$ cat src/logic/scan_defs.svh
// Register map and widths are fixed at build time; the register defaults assume a 16x8 active test mode
`ifndef SCAN_DEFS_SVH
`define SCAN_DEFS_SVH

// Counter and data widths
`define SCAN_H_W        12
`define SCAN_V_W        11
`define SCAN_COLOR_W    8
`define SCAN_H_SYNC_W   8
`define SCAN_V_SYNC_W   10
`define SCAN_V_BP_W     10

// Wishbone slave geometry
`define SCAN_WB_AW      3
`define SCAN_WB_DW      32

// Register word addresses and bit fields
// HTIM  [11:0] H total, [23:12] H active, [31:24] H sync length
// VTIM  [10:0] V total, [21:11] V active, [31:22] V sync length
// HWIN  [11:0] X start, [23:12] X size
// VWIN  [10:0] Y start, [21:11] Y size
// SL    [15:0] line strengths (line 0 in [3:0]), [19:16] overlay, [21:20] interval, [22] enable
// CTRL  [0] test pattern, [1] mask enable, [5:2] mask brightness, [8:6] mask colour (R,G,B)
// CTRL  [18:9] V backporch, [31:23] H backporch
`define SCAN_REG_HTIM   3'd0
`define SCAN_REG_VTIM   3'd1
`define SCAN_REG_HWIN   3'd2
`define SCAN_REG_VWIN   3'd3
`define SCAN_REG_SL     3'd4
`define SCAN_REG_CTRL   3'd5
`define SCAN_REG_NUM    6

// Reset mode: 24x12 total, 16x8 active, full-frame window, no post-processing
`define SCAN_DEF_HTIM   32'h0201_0018
`define SCAN_DEF_VTIM   32'h0040_400C
`define SCAN_DEF_HWIN   32'h0001_0000
`define SCAN_DEF_VWIN   32'h0000_4000
`define SCAN_DEF_SL     32'h0000_0000
`define SCAN_DEF_CTRL   32'h0180_0400

// Pipeline stage numbers, stage 1 is the registered timing generator output
`define SCAN_PP_SYNC    1
`define SCAN_PP_MASK    2
`define SCAN_PP_SRC     3
`define SCAN_PP_SLSEL   4
`define SCAN_PP_SLSUB   5
`define SCAN_PP_LATENCY 6

// Scanline strength nibble expands to (s+1)*16-1
`define SCAN_SL_SHIFT   4

`endif
$ cat src/logic/scan_pkg.sv
// Field widths follow scan_defs.svh; H backporch is wider than its 9-bit register field
`include "scan_defs.svh"

package scan_pkg;

    typedef struct packed {
        logic [`SCAN_COLOR_W-1:0] r;
        logic [`SCAN_COLOR_W-1:0] g;
        logic [`SCAN_COLOR_W-1:0] b;
    } pixel_t;

    // Horizontal timing, backporch comes from the control register
    typedef struct packed {
        logic [`SCAN_H_W-1:0]      total;
        logic [`SCAN_H_W-1:0]      active;
        logic [`SCAN_H_SYNC_W-1:0] synclen;
        logic [`SCAN_H_W-1:0]      backporch;
    } h_timing_t;

    typedef struct packed {
        logic [`SCAN_V_W-1:0]      total;
        logic [`SCAN_V_W-1:0]      active;
        logic [`SCAN_V_SYNC_W-1:0] synclen;
        logic [`SCAN_V_BP_W-1:0]   backporch;
    } v_timing_t;

    // Window is unsigned and relative to the first active pixel and line
    typedef struct packed {
        logic [`SCAN_H_W-1:0] x_start;
        logic [`SCAN_H_W-1:0] x_size;
        logic [`SCAN_V_W-1:0] y_start;
        logic [`SCAN_V_W-1:0] y_size;
    } window_t;

    typedef struct packed {
        logic [3:0][3:0] str;
        logic [3:0]      overlay;
        logic [1:0]      interval;
        logic            enable;
    } scanline_cfg_t;

    typedef struct packed {
        logic       testpattern_en;
        logic       mask_en;
        logic [3:0] mask_br;
        logic [2:0] mask_color;
    } ctrl_cfg_t;

endpackage

$ cat src/logic/scan_converter_top.sv
// Outputs trail the internal counters by a fixed 6 cycles; pix_i has no valid strobe
`timescale 1ns/1ps
`include "scan_defs.svh"

module scan_converter_top (
    input  logic                   PCLK_OUT_i,
    input  logic                   rst_n_i,
    input  logic                   wb_cyc_i,
    input  logic                   wb_stb_i,
    input  logic                   wb_we_i,
    input  logic [`SCAN_WB_AW-1:0] wb_adr_i,
    input  logic [`SCAN_WB_DW-1:0] wb_dat_i,
    input  scan_pkg::pixel_t       pix_i,
    output logic [`SCAN_WB_DW-1:0] wb_dat_o,
    output logic                   wb_ack_o,
    output scan_pkg::pixel_t       pix_o,
    output logic                   hsync_o,
    output logic                   vsync_o,
    output logic                   de_o,
    output logic [`SCAN_H_W-1:0]   xpos_o,
    output logic [`SCAN_V_W-1:0]   ypos_o
);

    scan_pkg::h_timing_t     h_cfg;
    scan_pkg::v_timing_t     v_cfg;
    scan_pkg::window_t       win_cfg;
    scan_pkg::scanline_cfg_t sl_cfg;
    scan_pkg::ctrl_cfg_t     ctrl_cfg;

    // Stage 1 timing, straight from the counters
    logic                    tg_hsync;
    logic                    tg_vsync;
    logic                    tg_de;
    logic [`SCAN_H_W-1:0]    tg_xpos;
    logic [`SCAN_V_W-1:0]    tg_ypos;
    logic [1:0]              tg_sl_line;

    scan_cfg_regs u_cfg_regs (
        .PCLK_OUT_i (PCLK_OUT_i),
        .rst_n_i    (rst_n_i),
        .wb_cyc_i   (wb_cyc_i),
        .wb_stb_i   (wb_stb_i),
        .wb_we_i    (wb_we_i),
        .wb_adr_i   (wb_adr_i),
        .wb_dat_i   (wb_dat_i),
        .wb_dat_o   (wb_dat_o),
        .wb_ack_o   (wb_ack_o),
        .h_cfg_o    (h_cfg),
        .v_cfg_o    (v_cfg),
        .win_cfg_o  (win_cfg),
        .sl_cfg_o   (sl_cfg),
        .ctrl_cfg_o (ctrl_cfg)
    );

    scan_timing_gen u_timing_gen (
        .PCLK_OUT_i (PCLK_OUT_i),
        .rst_n_i    (rst_n_i),
        .h_cfg_i    (h_cfg),
        .v_cfg_i    (v_cfg),
        .sl_cfg_i   (sl_cfg),
        .hsync_o    (tg_hsync),
        .vsync_o    (tg_vsync),
        .de_o       (tg_de),
        .xpos_o     (tg_xpos),
        .ypos_o     (tg_ypos),
        .sl_line_o  (tg_sl_line)
    );

    scan_pixel_pipe u_pixel_pipe (
        .PCLK_OUT_i (PCLK_OUT_i),
        .rst_n_i    (rst_n_i),
        .hsync_i    (tg_hsync),
        .vsync_i    (tg_vsync),
        .de_i       (tg_de),
        .xpos_i     (tg_xpos),
        .ypos_i     (tg_ypos),
        .sl_line_i  (tg_sl_line),
        .pix_i      (pix_i),
        .win_cfg_i  (win_cfg),
        .sl_cfg_i   (sl_cfg),
        .ctrl_cfg_i (ctrl_cfg),
        .pix_o      (pix_o),
        .hsync_o    (hsync_o),
        .vsync_o    (vsync_o),
        .de_o       (de_o),
        .xpos_o     (xpos_o),
        .ypos_o     (ypos_o)
    );

endmodule

$ cat src/logic/scan_pixel_pipe.sv
// Never stalls; pix_i is sampled every cycle in stage 3 and must line up with that stage's position
`timescale 1ns/1ps
`include "scan_defs.svh"

module scan_pixel_pipe (
    input  logic                    PCLK_OUT_i,
    input  logic                    rst_n_i,
    input  logic                    hsync_i,
    input  logic                    vsync_i,
    input  logic                    de_i,
    input  logic [`SCAN_H_W-1:0]    xpos_i,
    input  logic [`SCAN_V_W-1:0]    ypos_i,
    input  logic [1:0]              sl_line_i,
    input  scan_pkg::pixel_t        pix_i,
    input  scan_pkg::window_t       win_cfg_i,
    input  scan_pkg::scanline_cfg_t sl_cfg_i,
    input  scan_pkg::ctrl_cfg_t     ctrl_cfg_i,
    output scan_pkg::pixel_t        pix_o,
    output logic                    hsync_o,
    output logic                    vsync_o,
    output logic                    de_o,
    output logic [`SCAN_H_W-1:0]    xpos_o,
    output logic [`SCAN_V_W-1:0]    ypos_o
);

    localparam int CW      = `SCAN_COLOR_W;
    localparam int S_MASK  = `SCAN_PP_MASK;
    localparam int S_SRC   = `SCAN_PP_SRC;
    localparam int S_SLSEL = `SCAN_PP_SLSEL;
    localparam int S_SLSUB = `SCAN_PP_SLSUB;
    localparam int S_OUT   = `SCAN_PP_LATENCY;

    logic                 hs_pp   [S_MASK:S_OUT];
    logic                 vs_pp   [S_MASK:S_OUT];
    logic                 de_pp   [S_MASK:S_OUT];
    logic [`SCAN_H_W-1:0] xpos_pp [S_MASK:S_OUT];
    logic [`SCAN_V_W-1:0] ypos_pp [S_MASK:S_OUT];
    logic                 mask_pp [S_MASK:S_SLSUB];
    logic [1:0]           sl_line_pp [S_MASK:S_SRC];
    scan_pkg::pixel_t     pix_pp  [S_SRC:S_OUT];
    logic                 draw_sl;
    logic [CW-1:0]        sl_str;
    logic                 in_win;
    logic [CW-1:0]        mask_lvl;
    logic [CW-1:0]        tp_val;

    function automatic logic [CW-1:0] sat_sub(input logic [CW-1:0] a, input logic [CW-1:0] b);
        return (a > b) ? (a - b) : '0;
    endfunction

    // Sizes are added with a carry bit so a window at the far edge does not wrap
    assign in_win = (xpos_i >= win_cfg_i.x_start) &
                    ({1'b0, xpos_i} < {1'b0, win_cfg_i.x_start} + {1'b0, win_cfg_i.x_size}) &
                    (ypos_i >= win_cfg_i.y_start) &
                    ({1'b0, ypos_i} < {1'b0, win_cfg_i.y_start} + {1'b0, win_cfg_i.y_size});

    assign mask_lvl = {2{ctrl_cfg_i.mask_br}};
    assign tp_val   = xpos_pp[S_SLSUB][CW-1:0] ^ ypos_pp[S_SLSUB][CW-1:0];

    always_ff @(posedge PCLK_OUT_i or negedge rst_n_i) begin
        if (!rst_n_i) begin
            for (int i = S_MASK; i <= S_OUT; i++) begin
                hs_pp[i] <= 1'b1;
                vs_pp[i] <= 1'b1;
                de_pp[i] <= 1'b0;
            end
            for (int i = S_MASK; i <= S_SLSUB; i++) begin
                mask_pp[i] <= 1'b0;
            end
            draw_sl <= 1'b0;
        end else begin
            hs_pp[S_MASK]   <= hsync_i;
            vs_pp[S_MASK]   <= vsync_i;
            de_pp[S_MASK]   <= de_i;
            mask_pp[S_MASK] <= ctrl_cfg_i.mask_en & ~in_win;
            for (int i = S_MASK + 1; i <= S_OUT; i++) begin
                hs_pp[i] <= hs_pp[i-1];
                vs_pp[i] <= vs_pp[i-1];
                de_pp[i] <= de_pp[i-1];
            end
            for (int i = S_MASK + 1; i <= S_SLSUB; i++) begin
                mask_pp[i] <= mask_pp[i-1];
            end
            draw_sl <= sl_cfg_i.enable & sl_cfg_i.overlay[sl_line_pp[S_SRC]];
        end
    end

    always_ff @(posedge PCLK_OUT_i) begin
        xpos_pp[S_MASK]    <= xpos_i;
        ypos_pp[S_MASK]    <= ypos_i;
        sl_line_pp[S_MASK] <= sl_line_i;
        for (int i = S_MASK + 1; i <= S_OUT; i++) begin
            xpos_pp[i] <= xpos_pp[i-1];
            ypos_pp[i] <= ypos_pp[i-1];
        end
        sl_line_pp[S_SRC] <= sl_line_pp[S_MASK];

        pix_pp[S_SRC] <= pix_i;

        // Strength nibble s becomes (s+1)*16-1, so 0 is a faint line and 15 is full black
        pix_pp[S_SLSEL] <= pix_pp[S_SRC];
        sl_str <= ((CW'(sl_cfg_i.str[sl_line_pp[S_SRC]]) + CW'(1)) << `SCAN_SL_SHIFT) - CW'(1);

        pix_pp[S_SLSUB].r <= draw_sl ? sat_sub(pix_pp[S_SLSEL].r, sl_str) : pix_pp[S_SLSEL].r;
        pix_pp[S_SLSUB].g <= draw_sl ? sat_sub(pix_pp[S_SLSEL].g, sl_str) : pix_pp[S_SLSEL].g;
        pix_pp[S_SLSUB].b <= draw_sl ? sat_sub(pix_pp[S_SLSEL].b, sl_str) : pix_pp[S_SLSEL].b;

        // Test pattern overrides the mask, which overrides the processed pixel
        if (ctrl_cfg_i.testpattern_en) begin
            pix_pp[S_OUT] <= {tp_val, tp_val, tp_val};
        end else if (mask_pp[S_SLSUB]) begin
            pix_pp[S_OUT].r <= ctrl_cfg_i.mask_color[2] ? mask_lvl : '0;
            pix_pp[S_OUT].g <= ctrl_cfg_i.mask_color[1] ? mask_lvl : '0;
            pix_pp[S_OUT].b <= ctrl_cfg_i.mask_color[0] ? mask_lvl : '0;
        end else begin
            pix_pp[S_OUT] <= pix_pp[S_SLSUB];
        end
    end

    assign pix_o   = pix_pp[S_OUT];
    assign hsync_o = hs_pp[S_OUT];
    assign vsync_o = vs_pp[S_OUT];
    assign de_o    = de_pp[S_OUT];
    assign xpos_o  = xpos_pp[S_OUT];
    assign ypos_o  = ypos_pp[S_OUT];

endmodule

$ cat src/logic/scan_timing_gen.sv
// Free-running progressive timing; sync+backporch+active must fit inside total or DE never drops
`timescale 1ns/1ps
`include "scan_defs.svh"

module scan_timing_gen (
    input  logic                    PCLK_OUT_i,
    input  logic                    rst_n_i,
    input  scan_pkg::h_timing_t     h_cfg_i,
    input  scan_pkg::v_timing_t     v_cfg_i,
    input  scan_pkg::scanline_cfg_t sl_cfg_i,
    output logic                    hsync_o,
    output logic                    vsync_o,
    output logic                    de_o,
    output logic [`SCAN_H_W-1:0]    xpos_o,
    output logic [`SCAN_V_W-1:0]    ypos_o,
    output logic [1:0]              sl_line_o
);

    localparam int HW = `SCAN_H_W;
    localparam int VW = `SCAN_V_W;

    logic [HW-1:0] h_cnt;
    logic [VW-1:0] v_cnt;
    logic [HW-1:0] h_start;
    logic [HW-1:0] h_end;
    logic [VW-1:0] v_start;
    logic [VW-1:0] v_end;
    logic          h_act;
    logic          v_act;
    logic          line_start;
    logic [1:0]    sl_cnt;
    logic [1:0]    sl_next;

    // First active pixel/line and the first position past the active area
    assign h_start = HW'(h_cfg_i.synclen) + h_cfg_i.backporch;
    assign h_end   = h_start + h_cfg_i.active;
    assign v_start = VW'(v_cfg_i.synclen) + VW'(v_cfg_i.backporch);
    assign v_end   = v_start + v_cfg_i.active;

    assign h_act = (h_cnt >= h_start) & (h_cnt < h_end);
    assign v_act = (v_cnt >= v_start) & (v_cnt < v_end);

    assign line_start = (h_cnt == h_start) & v_act;

    // The scanline phase restarts on the first active line of every frame
    always_comb begin
        if ((v_cnt == v_start) || (sl_cnt == sl_cfg_i.interval)) begin
            sl_next = 2'd0;
        end else begin
            sl_next = sl_cnt + 2'd1;
        end
    end

    always_ff @(posedge PCLK_OUT_i or negedge rst_n_i) begin
        if (!rst_n_i) begin
            h_cnt <= '0;
            v_cnt <= '0;
        end else if (h_cnt == h_cfg_i.total - HW'(1)) begin
            h_cnt <= '0;
            if (v_cnt == v_cfg_i.total - VW'(1)) begin
                v_cnt <= '0;
            end else begin
                v_cnt <= v_cnt + VW'(1);
            end
        end else begin
            h_cnt <= h_cnt + HW'(1);
        end
    end

    // Stage 1 outputs, all derived from the same counter state
    always_ff @(posedge PCLK_OUT_i or negedge rst_n_i) begin
        if (!rst_n_i) begin
            hsync_o   <= 1'b1;
            vsync_o   <= 1'b1;
            de_o      <= 1'b0;
            xpos_o    <= '0;
            ypos_o    <= '0;
            sl_cnt    <= '0;
            sl_line_o <= '0;
        end else begin
            hsync_o <= ~(h_cnt < HW'(h_cfg_i.synclen));
            vsync_o <= ~(v_cnt < VW'(v_cfg_i.synclen));
            de_o    <= h_act & v_act;
            // Positions wrap outside the active area, only DE qualifies them
            xpos_o  <= h_cnt - h_start;
            ypos_o  <= v_cnt - v_start;
            if (line_start) begin
                sl_cnt    <= sl_next;
                sl_line_o <= sl_next;
            end else begin
                sl_line_o <= sl_cnt;
            end
        end
    end

endmodule

$ cat src/logic/scan_cfg_regs.sv
// Wishbone classic slave with a fixed one-cycle ack; addresses 6 and 7 read zero and drop writes
`timescale 1ns/1ps
`include "scan_defs.svh"

module scan_cfg_regs (
    input  logic                        PCLK_OUT_i,
    input  logic                        rst_n_i,
    input  logic                        wb_cyc_i,
    input  logic                        wb_stb_i,
    input  logic                        wb_we_i,
    input  logic [`SCAN_WB_AW-1:0]      wb_adr_i,
    input  logic [`SCAN_WB_DW-1:0]      wb_dat_i,
    output logic [`SCAN_WB_DW-1:0]      wb_dat_o,
    output logic                        wb_ack_o,
    output scan_pkg::h_timing_t         h_cfg_o,
    output scan_pkg::v_timing_t         v_cfg_o,
    output scan_pkg::window_t           win_cfg_o,
    output scan_pkg::scanline_cfg_t     sl_cfg_o,
    output scan_pkg::ctrl_cfg_t         ctrl_cfg_o
);

    logic [`SCAN_WB_DW-1:0] regs [`SCAN_REG_NUM];
    logic                   bus_req;
    logic                   adr_hit;

    // A new request is taken only while ack is low, so each access acks once
    assign bus_req = wb_cyc_i & wb_stb_i & ~wb_ack_o;
    assign adr_hit = (wb_adr_i < `SCAN_WB_AW'(`SCAN_REG_NUM));

    always_ff @(posedge PCLK_OUT_i or negedge rst_n_i) begin
        if (!rst_n_i) begin
            wb_ack_o <= 1'b0;
            regs[`SCAN_REG_HTIM] <= `SCAN_DEF_HTIM;
            regs[`SCAN_REG_VTIM] <= `SCAN_DEF_VTIM;
            regs[`SCAN_REG_HWIN] <= `SCAN_DEF_HWIN;
            regs[`SCAN_REG_VWIN] <= `SCAN_DEF_VWIN;
            regs[`SCAN_REG_SL]   <= `SCAN_DEF_SL;
            regs[`SCAN_REG_CTRL] <= `SCAN_DEF_CTRL;
        end else begin
            wb_ack_o <= bus_req;
            if (bus_req & wb_we_i & adr_hit) begin
                regs[wb_adr_i] <= wb_dat_i;
            end
        end
    end

    // Read data is captured on the edge that raises ack and held for that cycle
    always_ff @(posedge PCLK_OUT_i) begin
        if (bus_req) begin
            wb_dat_o <= adr_hit ? regs[wb_adr_i] : '0;
        end
    end

    // Unpack register fields, see the map in scan_defs.svh
    always_comb begin
        h_cfg_o.total     = regs[`SCAN_REG_HTIM][11:0];
        h_cfg_o.active    = regs[`SCAN_REG_HTIM][23:12];
        h_cfg_o.synclen   = regs[`SCAN_REG_HTIM][31:24];
        h_cfg_o.backporch = {3'b000, regs[`SCAN_REG_CTRL][31:23]};

        v_cfg_o.total     = regs[`SCAN_REG_VTIM][10:0];
        v_cfg_o.active    = regs[`SCAN_REG_VTIM][21:11];
        v_cfg_o.synclen   = regs[`SCAN_REG_VTIM][31:22];
        v_cfg_o.backporch = regs[`SCAN_REG_CTRL][18:9];

        win_cfg_o.x_start = regs[`SCAN_REG_HWIN][11:0];
        win_cfg_o.x_size  = regs[`SCAN_REG_HWIN][23:12];
        win_cfg_o.y_start = regs[`SCAN_REG_VWIN][10:0];
        win_cfg_o.y_size  = regs[`SCAN_REG_VWIN][21:11];

        sl_cfg_o.str      = regs[`SCAN_REG_SL][15:0];
        sl_cfg_o.overlay  = regs[`SCAN_REG_SL][19:16];
        sl_cfg_o.interval = regs[`SCAN_REG_SL][21:20];
        sl_cfg_o.enable   = regs[`SCAN_REG_SL][22];

        ctrl_cfg_o.testpattern_en = regs[`SCAN_REG_CTRL][0];
        ctrl_cfg_o.mask_en        = regs[`SCAN_REG_CTRL][1];
        ctrl_cfg_o.mask_br        = regs[`SCAN_REG_CTRL][5:2];
        ctrl_cfg_o.mask_color     = regs[`SCAN_REG_CTRL][8:6];
    end

endmodule

$ cat config.mk
export PLATFORM = sky130hd
export DESIGN_NAME = scan_converter_top
export DESIGN_NICKNAME = d
export VERILOG_FILES = /design/src/logic/scan_pkg.sv /design/src/logic/scan_converter_top.sv /design/src/logic/scan_pixel_pipe.sv /design/src/logic/scan_timing_gen.sv /design/src/logic/scan_cfg_regs.sv
export VERILOG_INCLUDE_DIRS = /design/src /design/src/logic
export SDC_FILE = /design/constraint.sdc
export NUM_CORES = 1
export LEC_CHECK = 0
export ABC_CLOCK_PERIOD_IN_PS = 6150
export BUFFER_PORTS_ARGS = -buffer_cell sky130_fd_sc_hd__buf_2
export CORE_ASPECT_RATIO = 1.1
export CORE_MARGIN = 5
export CORE_UTILIZATION = 50
export DETAILED_ROUTE_END_ITERATION = 7
export GPL_TIMING_DRIVEN = 0
export PLACE_DENSITY_LB_ADDON = 0.1
export SYNTH_ARGS = -nofsm -noshare
export SYNTH_HDL_FRONTEND = slang
export SYNTH_SLANG_ARGS = --single-unit
$ cat constraint.sdc
create_clock -name PCLK_OUT_i -period 6.15 [get_ports PCLK_OUT_i]
set_input_delay 0.3075 -clock PCLK_OUT_i [delete_from_list [all_inputs] [get_ports PCLK_OUT_i]]
set_output_delay 0.3075 -clock PCLK_OUT_i [all_outputs]
set_load 0.01 [all_outputs]
==> reports/qor.yml, run 1 <==
min_period_ns: 5.73
worstMarginPinSlew_ns: 0.961
maxSlewViolCount: 0
ys_ff_latch: 515
grt_pass1_vias: 17500
worstSetupPathType: "flip-flop to flip-flop"
yosysUniqueCellTypes: 72
peakVddDrop_mv: 0.267
setup_tns_ns: 0
cp.arrival_ns: 6.23
die_area_um2: 52900
htree_levels: 2
track_usage_pct: 27.2
syn_area_per_cell_um2: 11.2
antenna_found_initial: 8
hp-class: "primary input to flip-flop"
gp_routability_congestion: 0.954
synth_common_cells: "dfrtp_1, dfxtp_1, ha_1, mux2_2, inv_1"
drc_errors: 0
cp-start-kind: "flip-flop"
grt_overflow: 0
cts_tree: "done"
reg2reg_depth: 16
area_growth_pct: 15.6
layout.nets: 2677
rsz0062_at_grt: "false"
initialDrtViolationCount: 1476
grt_max_degree: 107
drtAntennaViolNets: 0
clkPwrFrac_pct: 25.1
p_sw_w: 0.00463
final_layout_size_suffix_gt1_share_pct: 19.7
detail_route.wl_per_cell_um: 23.1
placement.io_buffers: 146
hold_path_startpoint: "wb_dat_i[13]"
die_h_um: 241
p_int_w: 0.00834
slew_headroom_pct: 35.8
postCtsSetupBuffers: 0
yosys-top-cells-area: "dfrtp_1, dfxtp_1, ha_1"
r2r_end: "u_timing_gen.sl_line_o[0]"
synthFlopType: "dfrtp_1"
setup_violations: 0
post-route-period-util_pct: 93.2
grt_pass1_wl_mm: 108
clkSinkCount: 515
synthCells: 2166
p_comb_share_pct: 35.6
fin_skew_ns: 0.0235
yosys_warnings: 0
async_flop_share_pct: 51.3
reg2reg_slack_ns: 0.42
initial_utilization_pct: 50.6
core_um2: 47800
clockBufferDepth: 3
netlist_area_um2: 24200
status: "finished clean"
synth_top_area_share_pct: 24.7
cts-resized-gates: 0
synth_largest_area_cell: "dfrtp_1"
avgViaCountPerCell: 5.70
clock_latency_ns: 0.61
drt-total-wl_mm: 72.1
die_width_um: 220
p_seq_share_pct: 39.3
crit_fanout: 6
dp_hpwl_mm: 55.0
seq_area_frac_synth_pct: 50.5
end_kind: "flip-flop"
synth_edf_count: 56
final_util_pct: 58.5
hold_violations: 0
rr_startpoint: "u_cfg_regs.v_cfg_o[1]"
whs_path_depth: 3
cts_hold_buf: 25
drv_cap: 0
p_per_area_nw_per_um2: 464
min_to: "u_cfg_regs.h_cfg_o[21]"
synth.most_common_cell: "dfrtp_1"
cts_buffers: 54
firstDrtPassIters: 5
clk_pin_slew_worst_paths_ns: 0.06
crit_required_ns: 6.65
vias: 17700
switching_share_pct: 35.7
max_freq_mhz: 174
leakagePower_nw: 12.6
clock-root-buffer: "clkbuf_16"
placementRows: 84
boundaryPins: 147
## flip-flops by register name, indices dropped and copies added, names as in the netlist, 2 cells and up
| signal | flops |
|---|---|
| u_pixel_pipe.sl_str | 4 |
| u_cfg_regs.sl_cfg_o | 23 |
| u_timing_gen.sl_line_o | 2 |
| u_pixel_pipe.de_pp | 4 |
| u_cfg_regs.win_cfg_o | 46 |
| u_timing_gen.ypos_o | 11 |
| u_pixel_pipe.sl_line_pp | 4 |
| u_timing_gen.xpos_o | 12 |
| u_cfg_regs.h_cfg_o | 41 |
| u_cfg_regs.wb_dat_o | 32 |
| u_pixel_pipe.mask_pp | 4 |
| u_timing_gen.h_cnt | 12 |
| u_pixel_pipe.pix_pp | 96 |
| u_pixel_pipe.ypos_pp | 55 |
| u_pixel_pipe.vs_pp | 4 |
| u_cfg_regs.regs | 31 |
| u_timing_gen.v_cnt | 11 |
| u_cfg_regs.ctrl_cfg_o | 9 |
| u_cfg_regs.v_cfg_o | 42 |
| u_pixel_pipe.hs_pp | 4 |
| u_pixel_pipe.xpos_pp | 60 |
## worst max-delay path by stage
stage                                     start                         to  depth (start not counted)
after CTS                 u_cfg_regs.v_cfg_o[1]  u_timing_gen.sl_line_o[0]                         16
final                     u_cfg_regs.v_cfg_o[1]  u_timing_gen.sl_line_o[0]                         16
after floorplan           u_cfg_regs.v_cfg_o[1]  u_timing_gen.sl_line_o[0]                         16
after global routing      u_cfg_regs.v_cfg_o[1]  u_timing_gen.sl_line_o[0]                         16
after detailed placement  u_cfg_regs.v_cfg_o[1]  u_timing_gen.sl_line_o[0]                         16
after global placement                  rst_n_i   u_cfg_regs.ctrl_cfg_o[8]                          1
## logic make-up (layout without fill, tap and decap cells)
| group | count (synthesis) | count (layout) | share of synthesized area [%] |
|---|---|---|---|
| multiplexers | 153 | 153 | 7.34 |
| adder cells (fa/ha/maj) | 194 | 194 | 10.3 |
| other | 1 | 29 | 0.0155 |
| AND/OR/NAND/NOR | 454 | 454 | 9.65 |
| AO/OA/AOI/OAI | 483 | 483 | 13.0 |
| buffers and inverters | 238 | 513 | 4.52 |
| XOR/XNOR | 128 | 128 | 4.69 |
| flip-flops | 515 | 515 | 50.5 |
## power by group through the flow
stage / Clock (W) / Sequential (W) / Combinational [W]
after floorplan: 0 / 0.00478 / 0.00344
after global placement: 0 / 0.00515 / 0.00444
after detailed placement: 0 / 0.00517 / 0.00457
after CTS: 0.00331 / 0.00510 / 0.00462
after global routing: 0.00346 / 0.00518 / 0.00520
final: 0.00325 / 0.00510 / 0.00461
## through the flow
step                worst slack [ns]  cell area [um^2]  power [W]  hold slack [ns]  std cells
floorplan                       1.53             24300    0.00822           0.0119       2189
global placement              -0.164             25800    0.00959            0.310       2980
detailed placement             0.392             25900    0.00973            0.312       2983
CTS                            0.364             28000     0.0130          0.00358       3109
global route                  0.0584             28000     0.0139           0.0152       3110
finish                         0.419             28000     0.0130           0.0372       3114
## area by class of cell
class / count / area, um^2
timing repair buffer: 174 / 1070
buffer: 124 / 667
clock buffer: 68 / 1500
tap: 645 / 807
fill: 4017 / 19900
antenna: 5 / 12.5
multi-input combinational: 1436 / 11000
sequential: 515 / 12200
inverter: 114 / 428
clock inverter: 33 / 287
## cell usage in the layout (no fill, tap or decap), drive strengths merged, types with 24 or more instances in the layout
| master | Yosys | routed |
|---|---|---|
| xor2 | 59 | 59 |
| nand2 | 113 | 113 |
| dfxtp | 195 | 195 |
| mux2 | 146 | 146 |
| dlygate4sd3 | 0 | 25 |
| clkbuf | 70 | 138 |
| nor2 | 71 | 71 |
| edfxtp | 56 | 56 |
| dfrtp | 239 | 239 |
| ha | 186 | 186 |
| nor3 | 32 | 32 |
| buf | 54 | 203 |
| a21o | 35 | 35 |
| nand2b | 44 | 44 |
| xnor2 | 68 | 68 |
| nand3 | 72 | 72 |
| inv | 113 | 118 |
| a22oi | 96 | 96 |
| a21oi | 98 | 98 |
| conb | 1 | 24 |
| o21ai | 107 | 107 |
| dfstp | 25 | 25 |
## worst max-delay path, stage by stage (launching register included)
cell and delay [ns]:
dfstp_2 0.59, ha_1 0.25, a21o_1 0.16, a21oi_1 0.23, o21bai_1 0.12, a2111oi_0 0.60, nor2_1 0.13, xnor2_1 0.18
ha_1 0.27, o41ai_1 0.53, o21ai_0 0.14, a21oi_1 0.17, xnor3_1 0.24, ha_1 0.32, or4_1 0.72, nor4_1 0.55
mux2_2 0.41
## routing by layer
metal / up-vias / part of all wire [%] / track usage [%]
met5: - / 0.085 / 0
met4: 8 / 4.8 / 12.4
met3: 157 / 6.9 / 5.16
met2: 677 / 46 / 42.4
met1: 8648 / 43 / 37.0
li1: 8256 / - / -
No activity file was read; power rests on OpenSTA's default activity.
==> run 2: changes to the inputs <==
ABC_AREA = 1   (was default)
==> reports/qor.yml, run 2 <==
setup_ws_ns: 0.962  # +0.543 ns
cp_slowest_cell: "nor2_1"
drv_cap: 0  # unchanged
synth.most_common_cell: "nand2_1"
regMostFlops: "u_pixel_pipe.pix_pp"
hold_path_startpoint: "wb_dat_i[24]"
placementRows: 85  # +1.2%
crit_required_ns: 6.66  # about the same
synth_largest_area_cell: "dfrtp_1"
gp_routability_congestion: 0.954  # about the same
diodes: 0  # -5
cp.arrival_ns: 5.70  # -0.53 ns
die_area_um2: 53800  # +1.7%
grt_pass1_vias: 19200  # +9.6%
place_inst: 3389  # +14%
synthFlopType: "dfrtp_1"
clkSinkCount: 515  # unchanged
grt_pass1_wl_mm: 115  # +6.3%
p_per_area_nw_per_um2: 477  # +2.9%
initialDrtViolationCount: 1682  # +14%
postCtsSetupBuffers: 0  # unchanged
cp-start-kind: "flip-flop"
yosysUniqueCellTypes: 57  # -21%
synth_common_cells: "nand2_1, inv_1, dfrtp_1, dfxtp_1, ha_1"
worstMarginPinSlew_ns: 0.842  # -0.119 ns
die_h_um: 243  # +0.84%
clk_pin_slew_worst_paths_ns: 0.06  # about the same
fin_skew_ns: 0.0185  # -0.00502 ns
avgViaCountPerCell: 5.57  # -2.2%
end_kind: "flip-flop"
rsz0062_at_grt: "false"
rr_startpoint: "u_cfg_regs.v_cfg_o[3]"
leakagePower_nw: 13.6  # +7.6%
placement.io_buffers: 145  # -0.68%
area_growth_pct: 15.6  # about the same
setup_violations: 0  # unchanged
crit_fanout: 6  # unchanged
die_width_um: 222  # +0.84%
track_usage_pct: 27.6  # +0.48 points
slew_headroom_pct: 43.9  # +8.1 points
synth_top_area_share_pct: 24.3  # -0.43 points
final_layout_size_suffix_gt1_share_pct: 16.0  # -3.7 points
detail_route.wl_per_cell_um: 21.7  # -6.3%
vias: 19600  # +10%
worstPathCellList: "ha_1, a21oi_1, o21ai_0, a21oi_1, o21bai_1, xor2_1, inv_1, ha_1, inv_1, nor3_1, nand3_1, nand4_1, xor2_1, ha_1, nand2_1, nor2_1, nand2_1, o211ai_1, nor2_1, nand3_1, o21ai_0"
reg_top3: "u_pixel_pipe.pix_pp x96, u_pixel_pipe.xpos_pp x60, u_pixel_pipe.ypos_pp x55"
crit_path_start: "u_cfg_regs.v_cfg_o[3]"
peakVddDrop_mv: 0.238  # -11%
yosys-top-cells-area: "dfrtp_1, dfxtp_1, ha_1"
layout.nets: 3075  # +15%
min_period_ns: 5.19  # -0.543 ns
synthCells: 2566  # +18%
synth_edf_count: 56  # unchanged
syn_area_per_cell_um2: 9.60  # -14%
cp_common_cell: "ha_1"
critPathBufInv: 2  # +2
setup_tns_ns: 0  # unchanged
grt_max_degree: 121  # +13%
stdcell_area_um2: 28500  # +1.8%
grt_overflow: 0  # unchanged
initial_utilization_pct: 50.4  # -0.15 points
max_freq_mhz: 193  # +10%
final_cell_mix: "nand2_1, inv_1, dfrtp_1"
async_flop_share_pct: 51.3  # unchanged
clock-root-buffer: "clkbuf_16"
largest_reg_flops: 96  # unchanged
place_ws_ns: 0.993  # +0.601 ns
core_um2: 48800  # +2.1%
stdcell_count: 3514  # +13%
maxSlewViolCount: 0  # unchanged
post-route-period-util_pct: 84.4  # -8.8 points
boundaryPins: 147  # unchanged
whs_ns: 0.0363  # -0.000944 ns
hp-class: "primary input to flip-flop"
firstDrtPassIters: 6  # +1
cts-resized-gates: 0  # unchanged
drt-total-wl_mm: 76.2  # +5.7%
layout_commonest_cell: "nand2_1"
drc_errors: 0  # unchanged
seq_area_frac_synth_pct: 49.6  # -0.88 points
htree_levels: 2  # unchanged
status: "finished clean"
hold_violations: 0  # unchanged
cts_tree: "done"
cts_buffers: 53  # -1.9%
yosys_warnings: 0  # unchanged
slowest_delay_ns: 0.56  # -0.16 ns
drtAntennaViolNets: 0  # unchanged
clockBufferDepth: 3  # unchanged
worstSetupPathType: "flip-flop to flip-flop"
clock_latency_ns: 0.61  # about the same
ys_ff_latch: 515  # unchanged
post_dp_cell_area_um2: 26300  # +1.7%
critPathTopFamily: "simple AND/OR/NAND/NOR gates"
antenna_found_initial: 0  # -8
netlist_area_um2: 24600  # +1.8%
dp_hpwl_mm: 59.9  # +9.0%
[run 2: changes by cell type after synthesis, moves of 39 or more]
cell,change
o21ai_0,+79
nand2b_1,-44
mux2_2,-58
nand2_1,+346
a21oi_1,+39
nor2_1,+66
clkbuf_1,-41
a22oi_1,-72
inv_1,+152
[run 2: cell type report]
cell class / instances / area, um^2
Fill cell: 4268 / 20300
Sequential cell: 515 / 12200
Multi-Input combinational cell: 1693 / 10800
Clock buffer: 76 / 1620
Timing Repair Buffer: 173 / 1060
Inverter: 273 / 1020
Tap cell: 652 / 816
Buffer: 108 / 668
Clock inverter: 24 / 255
[run 2: logic make-up (layout without fill, tap and decap cells)]
logic type,after synthesis,count (layout),synth area share (%)
other cells,1,24,0.0152
flops,515,515,49.6
compound gates,479,479,11.3
simple gates,779,779,13.4
fa+ha+maj,194,194,10.1
xor+xnor,126,126,4.48
buf+inv,381,654,6.87
mux,91,91,4.15
[run 2: per-layer routing]
| layer | share of wire (%) | track usage (%) |
|---|---|---|
| met5 | 0 | 0 |
| met4 | 5.5 | 13.2 |
| met3 | 7.0 | 4.49 |
| met2 | 47 | 45.6 |
| met1 | 41 | 35.8 |
[run 2: path summary, 6_finish.rpt]
path / end / slack, ns / cells after the start
max: u_timing_gen.sl_line_o[1] / 0.96 / 21
min: u_cfg_regs.h_cfg_o[1] / 0.04 / 3
max reg2reg: u_timing_gen.sl_line_o[1] / 0.96 / 21
min reg2reg: u_pixel_pipe.ypos_pp[0][44] / 0.32 / 0
max in group asynchronous: u_timing_gen.ypos_o[5] / 4.55 / 4
min in group asynchronous: u_pixel_pipe.de_pp[4] / 0.15 / 2
[run 2: timing repair]
item	CTS	global route
hold buffers	25	0
endpoints found under the hold margin	58	0
setup endpoints to repair	0	0
[run 2: metrics by stage]
| step | utilization (%) | total power [W] |
|---|---|---|
| final | 58.3 | 0.0136 |
| after global routing | 58.3 | 0.0145 |
| after CTS | 58.3 | 0.0136 |
| after detailed placement | 54.0 | 0.0102 |
| after global placement | 53.8 | 0.0100 |
| after floorplan | - | 0.00854 |
[run 2: where the power goes]
group	leakage [nW]	total (W)	internal, W	switching, W
Sequential	5.34	0.00508	0.00444	0.000648
Clock	0.934	0.00340	0.00202	0.00138
Combinational	7.30	0.00511	0.00205	0.00306
Total	13.6	0.0136	0.00850	0.00509
[run 2: worst register-to-register path: stages, from the launching register on]
cell and delay [ns]:
dfrtp_1 0.47, ha_1 0.41, a21oi_1 0.11, o21ai_0 0.28, a21oi_1 0.12, o21bai_1 0.18
xor2_1 0.36, inv_1 0.08, ha_1 0.39, inv_1 0.08, nor3_1 0.26, nand3_1 0.12
nand4_1 0.12, xor2_1 0.19, ha_1 0.26, nand2_1 0.10, nor2_1 0.06, nand2_1 0.06
o211ai_1 0.12, nor2_1 0.56, nand3_1 0.46, o21ai_0 0.31
==> run 3: changes to the inputs <==
ABC_AREA = 0   (was 1)
ABC_CLOCK_PERIOD_IN_PS = 5400   (was 6150)
clock period = 5.4 ns   (was 6.15 ns; I/O delays follow)
==> reports/qor.yml, run 3 (synthesis gave the netlist of run 1 again) <==
place_ws_ns: -0.358  # -1.35 ns
dp_hpwl_mm: 55.0  # -8.2%
end_kind: "flip-flop"
postCtsSetupBuffers: 0  # unchanged
area_growth_pct: 16.1
boundaryPins: 147  # unchanged
reg2reg_slack_ns: 0.36  # -0.60 ns
initial_utilization_pct: 50.6  # +0.15 points
cts_buffers: 54  # +1.9%
fin_skew_ns: 0.0245  # +0.00593 ns
grt_pass1_vias: 17500  # -8.6%
p_per_area_nw_per_um2: 526  # +10%
drv_cap: 0  # unchanged
hp-class: "primary input to flip-flop"
drt-total-wl_mm: 72.1  # -5.3%
final_layout_size_suffix_gt1_share_pct: 19.8  # +3.8 points
clock-root-buffer: "clkbuf_16"
r2r_end: "u_timing_gen.sl_line_o[0]"
die_h_um: 241  # -0.84%
gp_routability_congestion: 0.954  # about the same
crit_fanout: 5  # -1
peakVddDrop_mv: 0.303  # +27%
clockBufferDepth: 3  # unchanged
cp.arrival_ns: 5.54  # -0.16 ns
track_usage_pct: 27.2  # -0.44 points
grt_max_degree: 107  # -12%
drc_errors: 0  # unchanged
htree_levels: 2  # unchanged
whs_path_depth: 2  # -1
grt_overflow: 0  # unchanged
finalPower_w: 0.0148  # +8.9%
worstMarginPinSlew_ns: 0.946  # +0.104 ns
layout_commonest_cell: "dfrtp_1"
antenna_found_initial: 6  # +6
fillers: 4016  # -5.9%
vias: 17800  # -9.1%
min_to: "u_cfg_regs.v_cfg_o[5]"
slew_headroom_pct: 36.8  # -7.1 points
cp-start-kind: "flip-flop"
rsz0062_at_grt: "false"
post-route-period-util_pct: 93.3  # +9.0 points
crit_required_ns: 5.90  # -0.76 ns
setup_ws_ns: 0.359  # -0.603 ns
regMostFlops: "u_pixel_pipe.pix_pp"
reg_top3: "u_pixel_pipe.pix_pp x96, u_pixel_pipe.xpos_pp x60, u_pixel_pipe.ypos_pp x55"
placementRows: 84  # -1.2%
grt_pass1_wl_mm: 108  # -5.8%
firstDrtPassIters: 6  # unchanged
core_um2: 47800  # -2.0%
setup_tns_ns: 0  # unchanged
status: "finished clean"
hold_violations: 0  # unchanged
die_area_um2: 52900  # -1.7%
drtAntennaViolNets: 0  # unchanged
multi_input_area_um2: 11000  # +1.9%
worstSetupPathType: "flip-flop to flip-flop"
avgViaCountPerCell: 5.69  # +2.2%
ff_latch_area_um2: 12200  # unchanged
whs_ns: 0.0235  # -0.0127 ns
placement.io_buffers: 146  # +0.69%
initialDrtViolationCount: 1496  # -11%
crit_path_start: "u_cfg_regs.v_cfg_o[0]"
clk_pin_slew_worst_paths_ns: 0.06  # about the same
final_cell_mix: "dfrtp_1, dfxtp_1, ha_1"
layout.nets: 2688  # -13%
rr_startpoint: "u_cfg_regs.v_cfg_o[0]"
clkSinkCount: 515  # unchanged
clock_latency_ns: 0.61  # about the same
setup_violations: 0  # unchanged
reg2reg_depth: 17  # -19%
detail_route.wl_per_cell_um: 23.1  # +6.5%
hold_path_startpoint: "wb_dat_i[14]"
die_width_um: 220  # -0.83%
leakagePower_nw: 12.7  # -6.7%
min_period_ns: 5.04  # -0.147 ns
maxSlewViolCount: 0  # unchanged
max_freq_mhz: 198  # +2.9%
cts_tree: "done"
largest_reg_flops: 96  # unchanged
run 3: cell types whose count changed in the layout (fill, tap and decap cells not counted), moves of 28 or more:
cell / previous run / this run
mux2_2: 88 / 146
xor2_1: 87 / 59
nand2b_1: 0 / 44
clkbuf_1: 38 / 79
a22oi_1: 24 / 96
inv_1: 265 / 113
xnor2_1: 39 / 68
nor2_1: 136 / 70
o21ai_0: 185 / 106
a21oi_1: 137 / 98
nand2_1: 458 / 112
run 3: final cells by class:
| cell class | instances | area share [%] |
|---|---|---|
| Antenna cell | 4 | 0.0356 |
| Buffer | 124 | 2.37 |
| Clock buffer | 68 | 5.33 |
| Clock inverter | 33 | 1.02 |
| Inverter | 114 | 1.52 |
| Multi-Input combinational cell | 1436 | 39.2 |
| Sequential cell | 515 | 43.5 |
| Tap cell | 645 | 2.87 |
| Timing Repair Buffer | 185 | 4.18 |
run 3: critical path: stages (launching register included):
cell and delay (ns):
dfrtp_1 0.43, ha_1 0.25, fa_1 0.41, a21oi_1 0.17
nor2_1 0.06, nor2_1 0.16, o21ai_0 0.15, or2_2 0.30
xor2_1 0.17, ha_1 0.25, o41ai_2 0.45, o21ai_0 0.13
a21oi_1 0.17, xnor3_1 0.24, ha_1 0.31, or4_4 0.66
nor4_4 0.26, mux2_2 0.38
run 3: repair_timing:
action,4_1_cts,5_1_grt
endpoints found under the setup margin,2,2
endpoints found under the hold margin,137,0
hold buffers,36,0
gates cloned,0,0
gates resized for setup,4,2
pin swaps,0,0
run 3: how the worst max path moves through the flow:
stage	end	slack, ns
6_report	u_timing_gen.sl_line_o[0]	0.36
5_1_grt	u_timing_gen.sl_line_o[0]	0.03
4_1_cts	u_timing_gen.sl_line_o[0]	0.13
3_5_place_dp	u_timing_gen.sl_line_o[0]	-0.36
3_3_place_gp	u_cfg_regs.ctrl_cfg_o[8]	-0.88
2_1_floorplan	u_timing_gen.sl_line_o[0]	0.78
run 3: power breakdown:
part | internal [W] | switching (W) | leakage [nW]
clock network | 0.00213 | 0.00157 | 0.871
registers | 0.00495 | 0.000859 | 5.42
logic | 0.00243 | 0.00285 | 6.38
total | 0.00951 | 0.00528 | 12.7
run 3: metrics by stage:
| step | cells | cell area [um^2] | util (%) |
|---|---|---|---|
| 5_1_grt | 3121 | 28100 | 58.8 |
| 3_5_place_dp | 2983 | 25900 | 54.2 |
| 3_3_place_gp | 2980 | 25800 | 54.0 |
| 6_report | 3124 | 28100 | 58.8 |
| 4_1_cts | 3120 | 28100 | 58.7 |
| 2_1_floorplan | 2189 | 24300 | - |
run 3: per-layer routing:
metal / global-route usage [%] / wire length (um) / vias to the layer above
li1: - / - / 8280
met1: 37.1 / 30900 / 8678
met2: 42.6 / 32900 / 654
met3: 4.94 / 4760 / 168
met4: 12.4 / 3520 / 6
met5: 0 / 49 / -
